**src/design/store_credit.sv**
```systemverilog
`timescale 1ns/1ps

// counts free store queue entries for the dispatcher
module store_credit #(
	parameter int N_WAY = 2,
	parameter int N_SQ = 8
) (
	input logic clock,
	input logic reset,
	input logic [$clog2(N_WAY):0] disp_count,
	input logic [$clog2(N_SQ):0] freed,
	output logic [$clog2(N_SQ):0] credits
);

	localparam int KW = $clog2(N_SQ) + 1;

	logic [KW-1:0] credits_next;

	// returned entries come back while new stores take theirs away
	assign credits_next = credits + freed - KW'(disp_count);

	always_ff @(posedge clock) begin
		if (reset) begin
			// the whole queue is free after reset
			credits <= KW'(N_SQ);
		end else begin
			credits <= credits_next;
		end
	end

endmodule

```
**config.mk**
```make
export PLATFORM = sky130hd
export DESIGN_NAME = store_credit
export DESIGN_NICKNAME = d
export VERILOG_FILES = /design/src/design/store_credit.sv
export SDC_FILE = /design/constraint.sdc
export NUM_CORES = 1
export LEC_CHECK = 0
export BUFFER_PORTS_ARGS = -buffer_cell sky130_fd_sc_hd__buf_2
export CAP_MARGIN = 20
export CORE_AREA = 2 2 39 41
export DETAILED_ROUTE_END_ITERATION = 16
export DIE_AREA = 0 0 41 43
export PLACE_DENSITY_LB_ADDON = 0.12
export RECOVER_POWER = 100
export SYNTH_ARGS = -nofsm -noshare
export SYNTH_HDL_FRONTEND = slang
export SYNTH_SLANG_ARGS = --single-unit
```
**constraint.sdc**
```tcl
create_clock -name clock -period 4.3 [get_ports clock]
set_input_delay 0.43 -clock clock [delete_from_list [all_inputs] [get_ports clock]]
set_output_delay 0.43 -clock clock [all_outputs]
set_load 0.02 [all_outputs]
```
* Word level (Yosys, flattened, before mapping)
Cells that the tools add are included.
** Word-level totals
- Word-level logic and storage cells :: 3
- Bits of input ports :: 8
- Output and inout bits :: 4
- Flip-flop bits (word level) :: 4
** Cells by class
- Add/sub/neg operators :: 2
** Operator list (number)
- 4-bit adder :: 1
- 4-bit by 2-bit subtractor with 4-bit output :: 1

* Logic depth before layout (Yosys ltp)
- Depth in word-level cells :: 2
- Mapped depth :: 8
- Gate-level depth less buffers :: 8

* Worst setup path before layout
OpenSTA, ideal clock, no wires.
- Path type :: flip-flop to flip-flop
- Start point :: register credits[1]
- End point :: register credits[3]
- Buffers on the path :: 0
- Period minus slack after synthesis :: 1815 ps
- Cell stages (with the launch flop) :: 8
- Setup time :: 114 ps
- Data required time :: 4186 ps
- Slack :: 2485 ps
- Data arrival time :: 1701 ps
- Cell sequence :: dfxtp_1 > inv_1 > fa_1 > inv_1 > ha_1 > nand3_1 > a21o_1 > a21o_1
** Between the ends
- Word-level cells in the longest chain between the ends :: 2
** RTL lines
- start: declaration :: RTL line 12 : output logic [$clog2(N_SQ):0] credits
- start signal: assignment :: RTL line 25 : credits <= KW'(N_SQ);
- start signal: assignment :: RTL line 27 : credits <= credits_next;
- 4-bit adder :: RTL line 20 : assign credits_next = credits + freed - KW'(disp_count);
- 4-bit by 2-bit subtractor with 4-bit output :: RTL line 20
Every way passes these cells.
A chain may end at the register's enable or synchronous reset.

* Final worst setup path
Ends and elaborated chain as after synthesis.

==> metrics.yaml <==
status: "complete, no violations"
final_nets: 63
tns_ps: 0
wl_per_cell_microns: 8.968
cts_made_buffers: 3
routed_wl_microns: 556
ioPinCount: 12
slowest_delay_ps: 540
ant_nets: 0
die-area_sq_um: 1763
nFillCells: 159
cts_tree: "done"
worstSetupPathType: "reg2reg"
drc: 0
clock_latency_ps: 240
fin_skew_ps: 2.711
leakage_uw: 0.0002198
slew_violations: 0
stdcell_area_sq_um: 391.6
synth_cells: 32
yosysMostFrequentCell: "inv_1"
start_util_pct: 21.61
crit_slowest_cell: "fa_1"
rsz0062_at_grt: "no"
drt_first_pass_iters: 4
worst-path-buf-inv: 2
postCtsSetupBuffers: 0
vias: 248
maxCapViolations: 0
cts_hold_repair.buffers: 0
finalCritPeriodShare_pct: 40.72
crit_chain: "inv_1 > fa_1 > inv_1 > ha_1 > nand3_1 > a21o_1 > a21o_1"
crit_path_end_kind: "flip-flop"
clock_sinks: 4
async_flop_share_pct: 0
synth_ff_type: "dfxtp_1"
antenna_found_initial: 0
port_buffers: 11
arrival_ps: 1880
fmax_mhz: 571.2
grt_pass1_wl_microns: 945
synth_commonest_cells: "11 x inv_1, 5 x ha_1, 4 x dfxtp_1"
path_clk_slew_ps: 40
drt_iter0_markers: 5
dpl-instance-area_sq_um: 374.1
clockBufferDepth: 2
vdd.ir_drop.worst_mv: 0.1767
yosysWarningCount: 0
cp-start-kind: "flip-flop"
drive_gt1_share_pct: 21.74
h-tree-depth: 1
slew_headroom_pct: 83.18
syn_nets: 47
fp.dieW_microns: 41
largest_reg_flops: 4
vias_per_cell: 4.000
final_util_pct: 28.30
yosys-top-cells-area: "dfxtp_1 27%, ha_1 21%, inv_1 14%, fa_1 13%, xnor3_1 7.5%"
cts_resized: 0
seq_area_sq_um: 80.08
num_rows: 14
finalCriticalPeriod_ps: 1751
grt_max_degree: 5
gp_congestion: 0.7054
path_max_fanout: 2
largest_register: "credits"
multi_input_area_sq_um: 177.7
dp_hpwl_microns: 440
finalSetupViolations: 0
top_regs: "credits x4"
synth_edf_count: 0
min_path_type: "in2reg"
yosysTopAreaCellShare_pct: 26.78
yosysTopAreaCell: "dfxtp_1"
powerDensity_nw_per_um2: 598.0
synth_area_sq_um: 299.0
antenna-diode-count: 0
syn_to_final_growth_pct: 30.96
yosysSeqAreaShare_pct: 26.78
grt_util_all_layers_pct: 9.164
worst_pin_slew_ps: 253.4
die_h_microns: 43
core_sq_um: 1384
synth_area_per_cell_sq_um: 9.345
cts-root-buf: "clkbuf_4"
crit_required_ps: 4430
grt-ovfl-total: 0
hold_violations: 0
synth.distinct_cells: 11
crit_family: "adder cells"
grt_pass1_vias: 236
synth-seq-cells: 4
==> cells in the final DEF (no fill, tap or decap), drive strengths merged <==
master,instances
nor2b,1
buf,7
nand3,2
a21o,2
xor2,1
clkbuf,7
dfxtp,4
nor2,2
xnor3,1
inv,11
a21oi,1
ha,5
fa,2
==> per-stage QoR <==
stage	hold slack [ps]	total power (uW)	worst slack, ps	std cells
floorplan	496.7	160.3	2485	32
global placement	655.1	189.6	2332	59
detailed placement	661.5	190.3	2335	59
CTS	404.1	244.1	2538	62
global route	412.5	259.6	2411	62
finish	403.4	234.2	2549	62
==> cell type report <==
type	count	share of cell area (%)
multi-input combinational	17	45.37
tap	16	5.112
timing repair buffer	11	12.78
clock buffer	3	5.751
sequential	4	20.45
inverter	11	10.54
==> final timing paths <==
path | startpoint | endpoint | slack [ps] | depth (start not counted)
worst min register to register | credits[3] | credits[3] | 770 | 3
worst max register to register | credits[1] | credits[3] | 2550 | 7
worst min-delay path | reset | credits[1] | 400 | 2
worst max-delay path | credits[1] | credits[3] | 2550 | 7
==> worst register-to-register path: cells and delay by family, from the launching register on <==
kind / cells / cell delay, ps
DFF: 1 / 320
adders and majority gates: 2 / 810
and+or+nand+nor: 1 / 100
AOI/OAI and AO/OA: 2 / 310
buffers and inverters: 2 / 110
==> routing by layer <==
| metal | routed length (microns) | vias to the layer above | GRT usage, % |
|---|---|---|---|
| li1 | - | 125 | - |
| met1 | 215 | 112 | 9.416 |
| met2 | 260 | 9 | 10.94 |
| met3 | 69 | 2 | 6.283 |
| met4 | 10 | 0 | 10.00 |
| met5 | 0 | - | 0 |
==> power breakdown <==
part | internal (uW) | switching [uW] | leakage (uW)
registers | 51.9 | 7.60 | 0.0000333
clock network | 31.3 | 16.6 | 0.0000138
logic | 57.6 | 69.2 | 0.000173
total | 141 | 93.4 | 0.000220
==> logic make-up (layout without fill, tap and decap cells) <==
logic type      after synthesis  after routing  share of synthesized area (%)
fa+ha+maj                     7              7                          34.31
flops                         4              4                          26.78
compound gates                3              3                          6.691
xor+xnor                      2              2                          10.46
simple gates                  5              5                          7.952
buf+inv                      11             25                          13.81
Power figures use the tool's default switching activity.
