==> src/design/lsq_pkg.sv <==
package lsq_pkg;

	// data and address width
	localparam int XLEN = 32;

	// width of the load destination tag
	localparam int TAG_W = 6;

	typedef enum logic [1:0] {
		BYTE = 2'd0,
		HALF = 2'd1,
		WORD = 2'd2
	} mem_size_t;

	// pick byte, half or word out of a word and extend it
	function automatic logic [XLEN-1:0] load_extract(
		input logic [XLEN-1:0] word,
		input logic [1:0] offset,
		input mem_size_t size,
		input logic is_unsigned
	);
		logic [XLEN-1:0] shifted;
		logic [XLEN-1:0] result;
		shifted = word >> {offset, 3'b000};
		case (size)
			BYTE: result = is_unsigned ? {{(XLEN-8){1'b0}}, shifted[7:0]} :
				{{(XLEN-8){shifted[7]}}, shifted[7:0]};
			HALF: result = is_unsigned ? {{(XLEN-16){1'b0}}, shifted[15:0]} :
				{{(XLEN-16){shifted[15]}}, shifted[15:0]};
			default: result = word;
		endcase
		return result;
	endfunction

endpackage

==> src/design/store_queue.sv <==
`timescale 1ns/1ps

// circular store queue, entries leave at the head in program order
module store_queue #(
	parameter int N_WAY = 2,
	parameter int N_SQ = 8
) (
	input logic clock,
	input logic reset,
	input logic [$clog2(N_WAY):0] disp_count,
	input logic [N_WAY-1:0] ex_valid,
	input logic [N_WAY-1:0][$clog2(N_SQ)-1:0] ex_pos,
	input logic [N_WAY-1:0][lsq_pkg::XLEN-1:0] ex_addr,
	input logic [N_WAY-1:0][lsq_pkg::XLEN-1:0] ex_data,
	input lsq_pkg::mem_size_t [N_WAY-1:0] ex_size,
	input logic [$clog2(N_WAY):0] retire_count,
	input logic flush,
	output logic [$clog2(N_SQ)-1:0] alloc_pos,
	output logic [$clog2(N_SQ)-1:0] head,
	output logic [N_SQ-1:0] ent_valid,
	output logic [N_SQ-1:0] ent_ex,
	output logic [N_SQ-1:0][lsq_pkg::XLEN-1:0] ent_addr,
	output logic [N_SQ-1:0][lsq_pkg::XLEN-1:0] ent_data,
	output lsq_pkg::mem_size_t [N_SQ-1:0] ent_size,
	output logic [N_WAY-1:0] wr_valid,
	output logic [N_WAY-1:0][lsq_pkg::XLEN-1:0] wr_addr,
	output logic [N_WAY-1:0][lsq_pkg::XLEN-1:0] wr_data,
	output lsq_pkg::mem_size_t [N_WAY-1:0] wr_size,
	output logic [$clog2(N_SQ):0] freed
);

	localparam int IW = $clog2(N_SQ);
	localparam int CW = $clog2(N_WAY) + 1;

	logic [IW-1:0] tail;
	logic [IW-1:0] head_next;
	logic [IW:0] occupancy;
	logic [N_WAY-1:0][IW-1:0] ret_idx;
	logic [N_WAY-1:0][IW-1:0] disp_idx;

	// new stores are tagged with the current tail
	assign alloc_pos = tail;
	assign head_next = head + IW'(retire_count);

	// slots touched by retire and dispatch this cycle, wrapping around
	always_comb begin
		for (int i = 0; i < N_WAY; i++) begin
			ret_idx[i] = head + IW'(i);
			disp_idx[i] = tail + IW'(i);
		end
	end

	// number of live entries, needed to return credits on a flush
	always_comb begin
		occupancy = '0;
		for (int i = 0; i < N_SQ; i++) begin
			occupancy = occupancy + (IW+1)'(ent_valid[i]);
		end
	end

	// oldest retire_count entries go straight to the data memory
	always_comb begin
		for (int i = 0; i < N_WAY; i++) begin
			wr_valid[i] = CW'(i) < retire_count;
			wr_addr[i] = ent_addr[ret_idx[i]];
			wr_data[i] = ent_data[ret_idx[i]];
			wr_size[i] = ent_size[ret_idx[i]];
		end
	end

	always_ff @(posedge clock) begin
		if (reset) begin
			head <= '0;
			tail <= '0;
			ent_valid <= '0;
			ent_ex <= '0;
			freed <= '0;
		end else if (flush) begin
			// stores retiring now still reach memory, the rest are dropped
			head <= head_next;
			tail <= head_next;
			ent_valid <= '0;
			ent_ex <= '0;
			// stores dispatched in the flush cycle also give their credit back
			freed <= occupancy + (IW+1)'(disp_count);
		end else begin
			for (int i = 0; i < N_WAY; i++) begin
				if (CW'(i) < retire_count) begin
					ent_valid[ret_idx[i]] <= 1'b0;
					ent_ex[ret_idx[i]] <= 1'b0;
				end
			end
			for (int i = 0; i < N_WAY; i++) begin
				if (CW'(i) < disp_count) begin
					ent_valid[disp_idx[i]] <= 1'b1;
					ent_ex[disp_idx[i]] <= 1'b0;
				end
			end
			// execute results may arrive in any order
			for (int i = 0; i < N_WAY; i++) begin
				if (ex_valid[i]) begin
					ent_ex[ex_pos[i]] <= 1'b1;
				end
			end
			head <= head_next;
			tail <= tail + IW'(disp_count);
			freed <= (IW+1)'(retire_count);
		end
	end

	// address, data and size of each entry, filled at execute
	always_ff @(posedge clock) begin
		for (int i = 0; i < N_WAY; i++) begin
			if (ex_valid[i] && !flush) begin
				ent_addr[ex_pos[i]] <= ex_addr[i];
				ent_data[ex_pos[i]] <= ex_data[i];
				ent_size[ex_pos[i]] <= ex_size[i];
			end
		end
	end

endmodule

==> config.mk <==
export PLATFORM = sky130hd
export DESIGN_NAME = store_queue
export DESIGN_NICKNAME = d
export VERILOG_FILES = /design/src/design/lsq_pkg.sv /design/src/design/store_queue.sv
export SDC_FILE = /design/constraint.sdc
export NUM_CORES = 2
export LEC_CHECK = 0
export CAP_MARGIN = 30
export CORE_AREA = 2 2 326 328
export CTS_BUF_LIST = sky130_fd_sc_hd__clkbuf_8
export CTS_CLUSTER_DIAMETER = 30
export DETAILED_ROUTE_END_ITERATION = 8
export DIE_AREA = 0 0 328 330
export DONT_BUFFER_PORTS = 1
export PLACE_DENSITY = 0.5
export SLEW_MARGIN = 20
export SYNTH_ARGS = -nofsm -noshare
export SYNTH_HDL_FRONTEND = slang
export SYNTH_SLANG_ARGS = --single-unit
export TNS_END_PERCENT = 10
==> constraint.sdc <==
create_clock -name clock -period 3.9 [get_ports clock]
set_input_delay 0.39 -clock clock [delete_from_list [all_inputs] [get_ports clock]]
set_output_delay 0.39 -clock clock [all_outputs]
set_load 0.02 [all_outputs]
Yosys cells after proc, flatten, opt, wreduce, memory -nomap -nowiden
Cells that the tools add are included.
- input bits: 147
- flip-flop bits (word level): 554
- output and inout port bits: 688
- reductions and logical operators: 11
- $add $sub $neg: 12
- mux-type cells: 72
- magnitude comparators: 16
- bitwise gates (word level): 15
- operators by type and width (cell ; number):
    bitwise mux 256 bit ; 4
    2-to-1 mux 256 bit ; 4
    binary-select mux 32 bit (select 3 bit) ; 4
    2-to-1 mux 8 bit ; 26
    demux 32 bit (select 3 bit) ; 2
    2-to-1 mux 32 bit ; 6
    bitwise AND 8 bit ; 6
    bitwise mux 16 bit ; 2
    2-to-1 mux 16 bit ; 2
    inverter 8 bit ; 4
    bitwise OR 8 bit ; 4
    < comparator 3 x 4 -> 1 bit (second input constant) ; 6
    demux 1 bit (select 3 bit) ; 6
    >= comparator 3 x 1 -> 1 bit (second input constant) ; 6
    adder 4 x 1 -> 4 bit ; 4
    binary-select mux 2 bit (select 3 bit) ; 2
    demux 2 bit (select 3 bit) ; 2
    2-to-1 mux 2 bit ; 5
    logical AND 1 bit ; 8
    < comparator 1 x 2 -> 1 bit (first input constant) ; 4
    adder 3 x 1 -> 3 bit (second input constant) ; 2
    adder 3 x 2 -> 3 bit ; 2
    2-to-1 mux 1 bit ; 6
    adder 3 x 1 -> 4 bit ; 1
    other kinds (7) ; 8

Longest topological paths before layout
- depth after elaboration: 27
- mapped depth: 10

Least setup slack after synthesis
No wires, ideal clock.
- path kind: input to register
- start point: in disp_count[0]
- end point: reg freed[1]
- data arrival time: 2950 ps
- setup slack: 865 ps
- required time: 3814 ps
- cell stages on the path: 7
- cells stage by stage: fa_1 -> inv_1 -> fa_1 -> fa_1 -> fa_1 -> fa_1 -> a211oi_1
- cells in the longest elaborated chain, start to end: 2
- RTL lines (element ; RTL line ; text):
    start: declaration ; store_queue.sv:10 ; input logic [$clog2(N_WAY):0] disp_count,
    adder 4 x 2 -> 4 bit ; store_queue.sv:85 ; freed <= occupancy + (IW+1)'(disp_count);
    2-to-1 mux 2 bit ; store_queue.sv:78 ; end else if (flush) begin
    end signal: assignment ; store_queue.sv:85 ;
    end signal: assignment ; store_queue.sv:107 ; freed <= (IW+1)'(retire_count);
    end: declaration ; store_queue.sv:29 ; output logic [$clog2(N_SQ):0] freed
Every way passes these cells.
A chain may end at the register's enable or synchronous reset.

==> metrics list <==
* Outcome: complete, no violations
* Source-to-sink clock delay at the later pin of the worst-skew pair: 830 ps
- Synthesized area per cell: 9.027 sq um
- Synth area leaders: sky130_fd_sc_hd__dfxtp_1, sky130_fd_sc_hd__mux2i_1, sky130_fd_sc_hd__mux4_2
* Clock tree from TritonCTS: built
* Share of synthesized area occupied by flip-flops and latches: 0.3503
* Predominant post-synthesis flop cell: sky130_fd_sc_hd__dfxtp_1
* Via density: 5.758
- Data arrives at the worst endpoint at 3410 ps.
* Share of the clock period used by the worst path: 0.9750
- The share of total power dissipated in sequential elements is 0.420.
- Cell-by-cell listing of the critical path: buf_4 -> nand2_1 -> nor2_4 -> buf_4 -> a222oi_1 -> o21ai_0
- For this run, global-route usage on met2 was measured as 0.4511.
* Number of buffers inserted by post-CTS setup repair: 0
* Clock group share of total power: 0.319
- The final hold violation count was 0.
* Register bit count reported by yosys: 554
- Number of H-tree levels: 4
* WL final: 157.6 mm
- Worst setup skew after layout: 42.15 ps
- Of all nets on the critical path, the largest fanout is 17.
- First DRT Iteration DRCs: 2949
- The worst path meets setup with 97.45 ps of slack.
- Clock buffers created by TritonCTS: 161
* Routability-driven placement congestion ratio: 0.8958
- Most frequent cells in the layout: sky130_fd_sc_hd__mux2i_1, sky130_fd_sc_hd__nand2_1, sky130_fd_sc_hd__dfxtp_1, sky130_fd_sc_hd__o21ai_0, sky130_fd_sc_hd__nor2_1
* Number of global-route vias before repair: 28090
- Row generation in the floorplan step produced 119 rows.
- Data on the critical path is required at its endpoint by 3510 ps.
* Initial antenna violation count: 8
* Critical path origin: head[2]
- Adding up every negative setup slack in the final design gives 0 ps.
* DIE AREA: 0.1082 sq mm
- Slowest cell on crit path: sky130_fd_sc_hd__dfxtp_4
* Fraction of registers with async set or reset after synthesis: 0
- Worst slew margin relative to its limit: 0.2995
* Core ar.: 0.1047 sq mm
* Netlist area before placement: 0.03166 sq mm
- HP Start: retire_count[1]
- In this run, synthesis inferred 0 flip-flops with an integrated enable.
- Sum of buffers and inverters on the critical path: 2
* Synthesized netlist net count: 3670
- FF-to-FF Start: ent_valid[0]
* Post-CTS clock slew at the launch and capture registers of the worst setup and hold paths: 50 ps
- Relative to the synthesized area, the layout overhead comes to 21.31%.
* Maximum number of pins on one net before global-route repair: 111
- Routed via count: 29250
* Synth warnings: 0
- The tree is rooted in a sky130_fd_sc_hd__clkbuf_8.
- The setup path with the least slack is of type reg -> out.
* Met3 layer usage reported by global route: 0.09885
- Once detail routing completed, the nets flagged for antenna violations numbered 0.
* Number of top-level pins: 835
- Final routed DRC violation total: 0
- Number of cells produced by synthesis: 3507
- Of the post-synthesis cell area, the dominant cell type holds 0.3503.
- Worst voltage drop across the vdd grid: 326.0 uV
- Internal power comes to 15.62 mW.
- Worst setup SP type: flop
- Overall overflow remaining after global route: 0
- Largest stage delay, worst path: 630 ps
- For met1 alone, demand over resource in global routing was 0.3262.
* Buffer levels on the longest clock path: 3
- For this run, the total global-route usage over all layers was measured as 0.2791.
* First-pass GRT wire length: 218.9 mm
- Minimum clock period: 3803 ps
- Top achievable clock speed: 0.2630 GHz
- Net switching fraction of the power: 0.4321
* Gate power share: 0.261
- Sinks on the clock net: 554
- Share of final-layout standard cells stronger than drive strength 1: 0.1649
- In this run the worst hold path is classified as in -> reg.
- Among the stages of the critical path, the cell type that occurs most often is sky130_fd_sc_hd__buf_4.
- Number of pins exceeding their max-slew limit in the final report: 0
- Pre-CTS worst setup slack: 750.4 ps
- The worst setup path is captured at an output pin.
- Total power draw: 27.51 mW
* Distinct cell type count of the synthesized netlist: 60
- Cell class contributing the biggest share of worst-path delay: buffers and inverters
- Setup repair after global routing left no endpoint under its margin.
- The layer flagged by global routing as most heavily used is met2.
- After the last flow step, the layout net total stands at 3713.
- Dividing the detail-routed wire length by the instance count gives 31.03 um.
* Max-cap violation count: 0
* Die height: 330 um
- Leakage component of the power: 15.73 nW
* Power density normalized to cell area: 716.4 mW/mm^2
- Post-DP HPWL: 101.3 mm
- Starting density of the core: 0.3024
- Most common library cell in the layout ignoring fill and taps: sky130_fd_sc_hd__mux2i_1
- In this run the tool buffered the top-level ports with 0 buffer cells.
* Net switching power of the design: 11.89 mW
* Cell type with the highest aggregate area in the netlist: sky130_fd_sc_hd__dfxtp_1
- Fin cells: 5080
- Transition time at the pin with the least slew margin: 1051 ps
* Die Wd: 328 um
- In this run, placement finished with an instance count of 4560.
- Setup violations remaining at the end of the flow were counted as 0.
* Detailed-router iteration count before antenna repair: 9
-- synth_stat cells, drive strengths merged (6+ instances only) --
master / n
nand2: 559
clkbuf: 181
a22o: 16
nand3: 10
a22oi: 54
a222oi: 9
o21ai: 365
a32oi: 6
nor2b: 10
a221o: 23
inv: 26
nand2b: 9
mux2i: 575
nand3b: 7
buf: 249
mux2: 56
nor2: 255
a21oi: 240
ha: 8
mux4: 150
o22ai: 12
a221oi: 42
fa: 8
o211a: 11
or3b: 7
dfxtp: 554
-- layout make-up --
cell class / count / area, sq um
Clock buffer: 198 / 2725
Antenna cell: 8 / 20.02
Tap cell: 1391 / 1740
Timing Repair Buffer: 310 / 3238
Sequential cell: 554 / 11100
Clock inverter: 96 / 834.6
Inverter: 26 / 97.59
Multi-Input combinational cell: 2497 / 18640
Fill cell: 10650 / 66270
-- per-layer routing --
layer	vias to the layer above	wire (um)	part of all wire
li1	12680	-	-
met1	14400	59750	0.38
met2	1717	72750	0.46
met3	446	17000	0.11
met4	4	8120	0.052
met5	-	22	0.00014
-- power groups by stage --
stage               Combinational (mW)  Clock (mW)  Sequential (mW)
global placement                  6.45           0             11.6
detailed placement                6.56           0             11.6
floorplan                         5.21           0             10.2
global route                      7.71        9.25             11.7
CTS                               7.11        8.90             11.5
finish                            7.18        8.78             11.5
-- through the flow --
stage	hold slack, ps	utilization	instance area, sq um
finish	107.9	0.3669	38400
global route	59.92	0.3668	38390
CTS	5.507	0.3664	38350
detailed placement	452.4	0.3117	32620
global placement	466.3	0.3116	32620
floorplan	532.9	-	31660
-- worst min-delay path: cells and delay by family --
family,cells,cell delay (ps)
AND/OR/NAND/NOR,2,320
AO/OA/AOI/OAI,2,180
-- path summary, 6_finish.rpt --
check             slack (ps)  cells past startpoint      endpoint
setup / recovery         100                      6    wr_addr[3]
hold / removal           110                      4  ent_valid[5]
setup reg to reg         710                      7      freed[1]
hold reg to reg          590                      2  ent_valid[5]
-- logic make-up after synthesis --
group                    share of synthesized area
flip-flops                                  0.3503
adder cells (fa/ha/maj)                   0.008221
multiplexers                                0.3084
AND/OR/NAND/NOR                             0.1121
buffers and inverters                      0.06763
XOR/XNOR                                  0.002174
AO/OA/AOI/OAI                               0.1511
-- repair_timing --
item	CTS	global route
hold buffers	217	0
resized for setup	1	0
endpoints found under the hold margin	554	0
endpoints found under the setup margin	1	0
-- sequential cells by signal, indices dropped and copies added, names as in the netlist --
name and count:
ent_data 256, ent_ex 8, ent_addr 256, alloc_pos 3, head 3, ent_size 16
freed 4, ent_valid 8
Note: power is estimated with default switching activity, not from simulation.
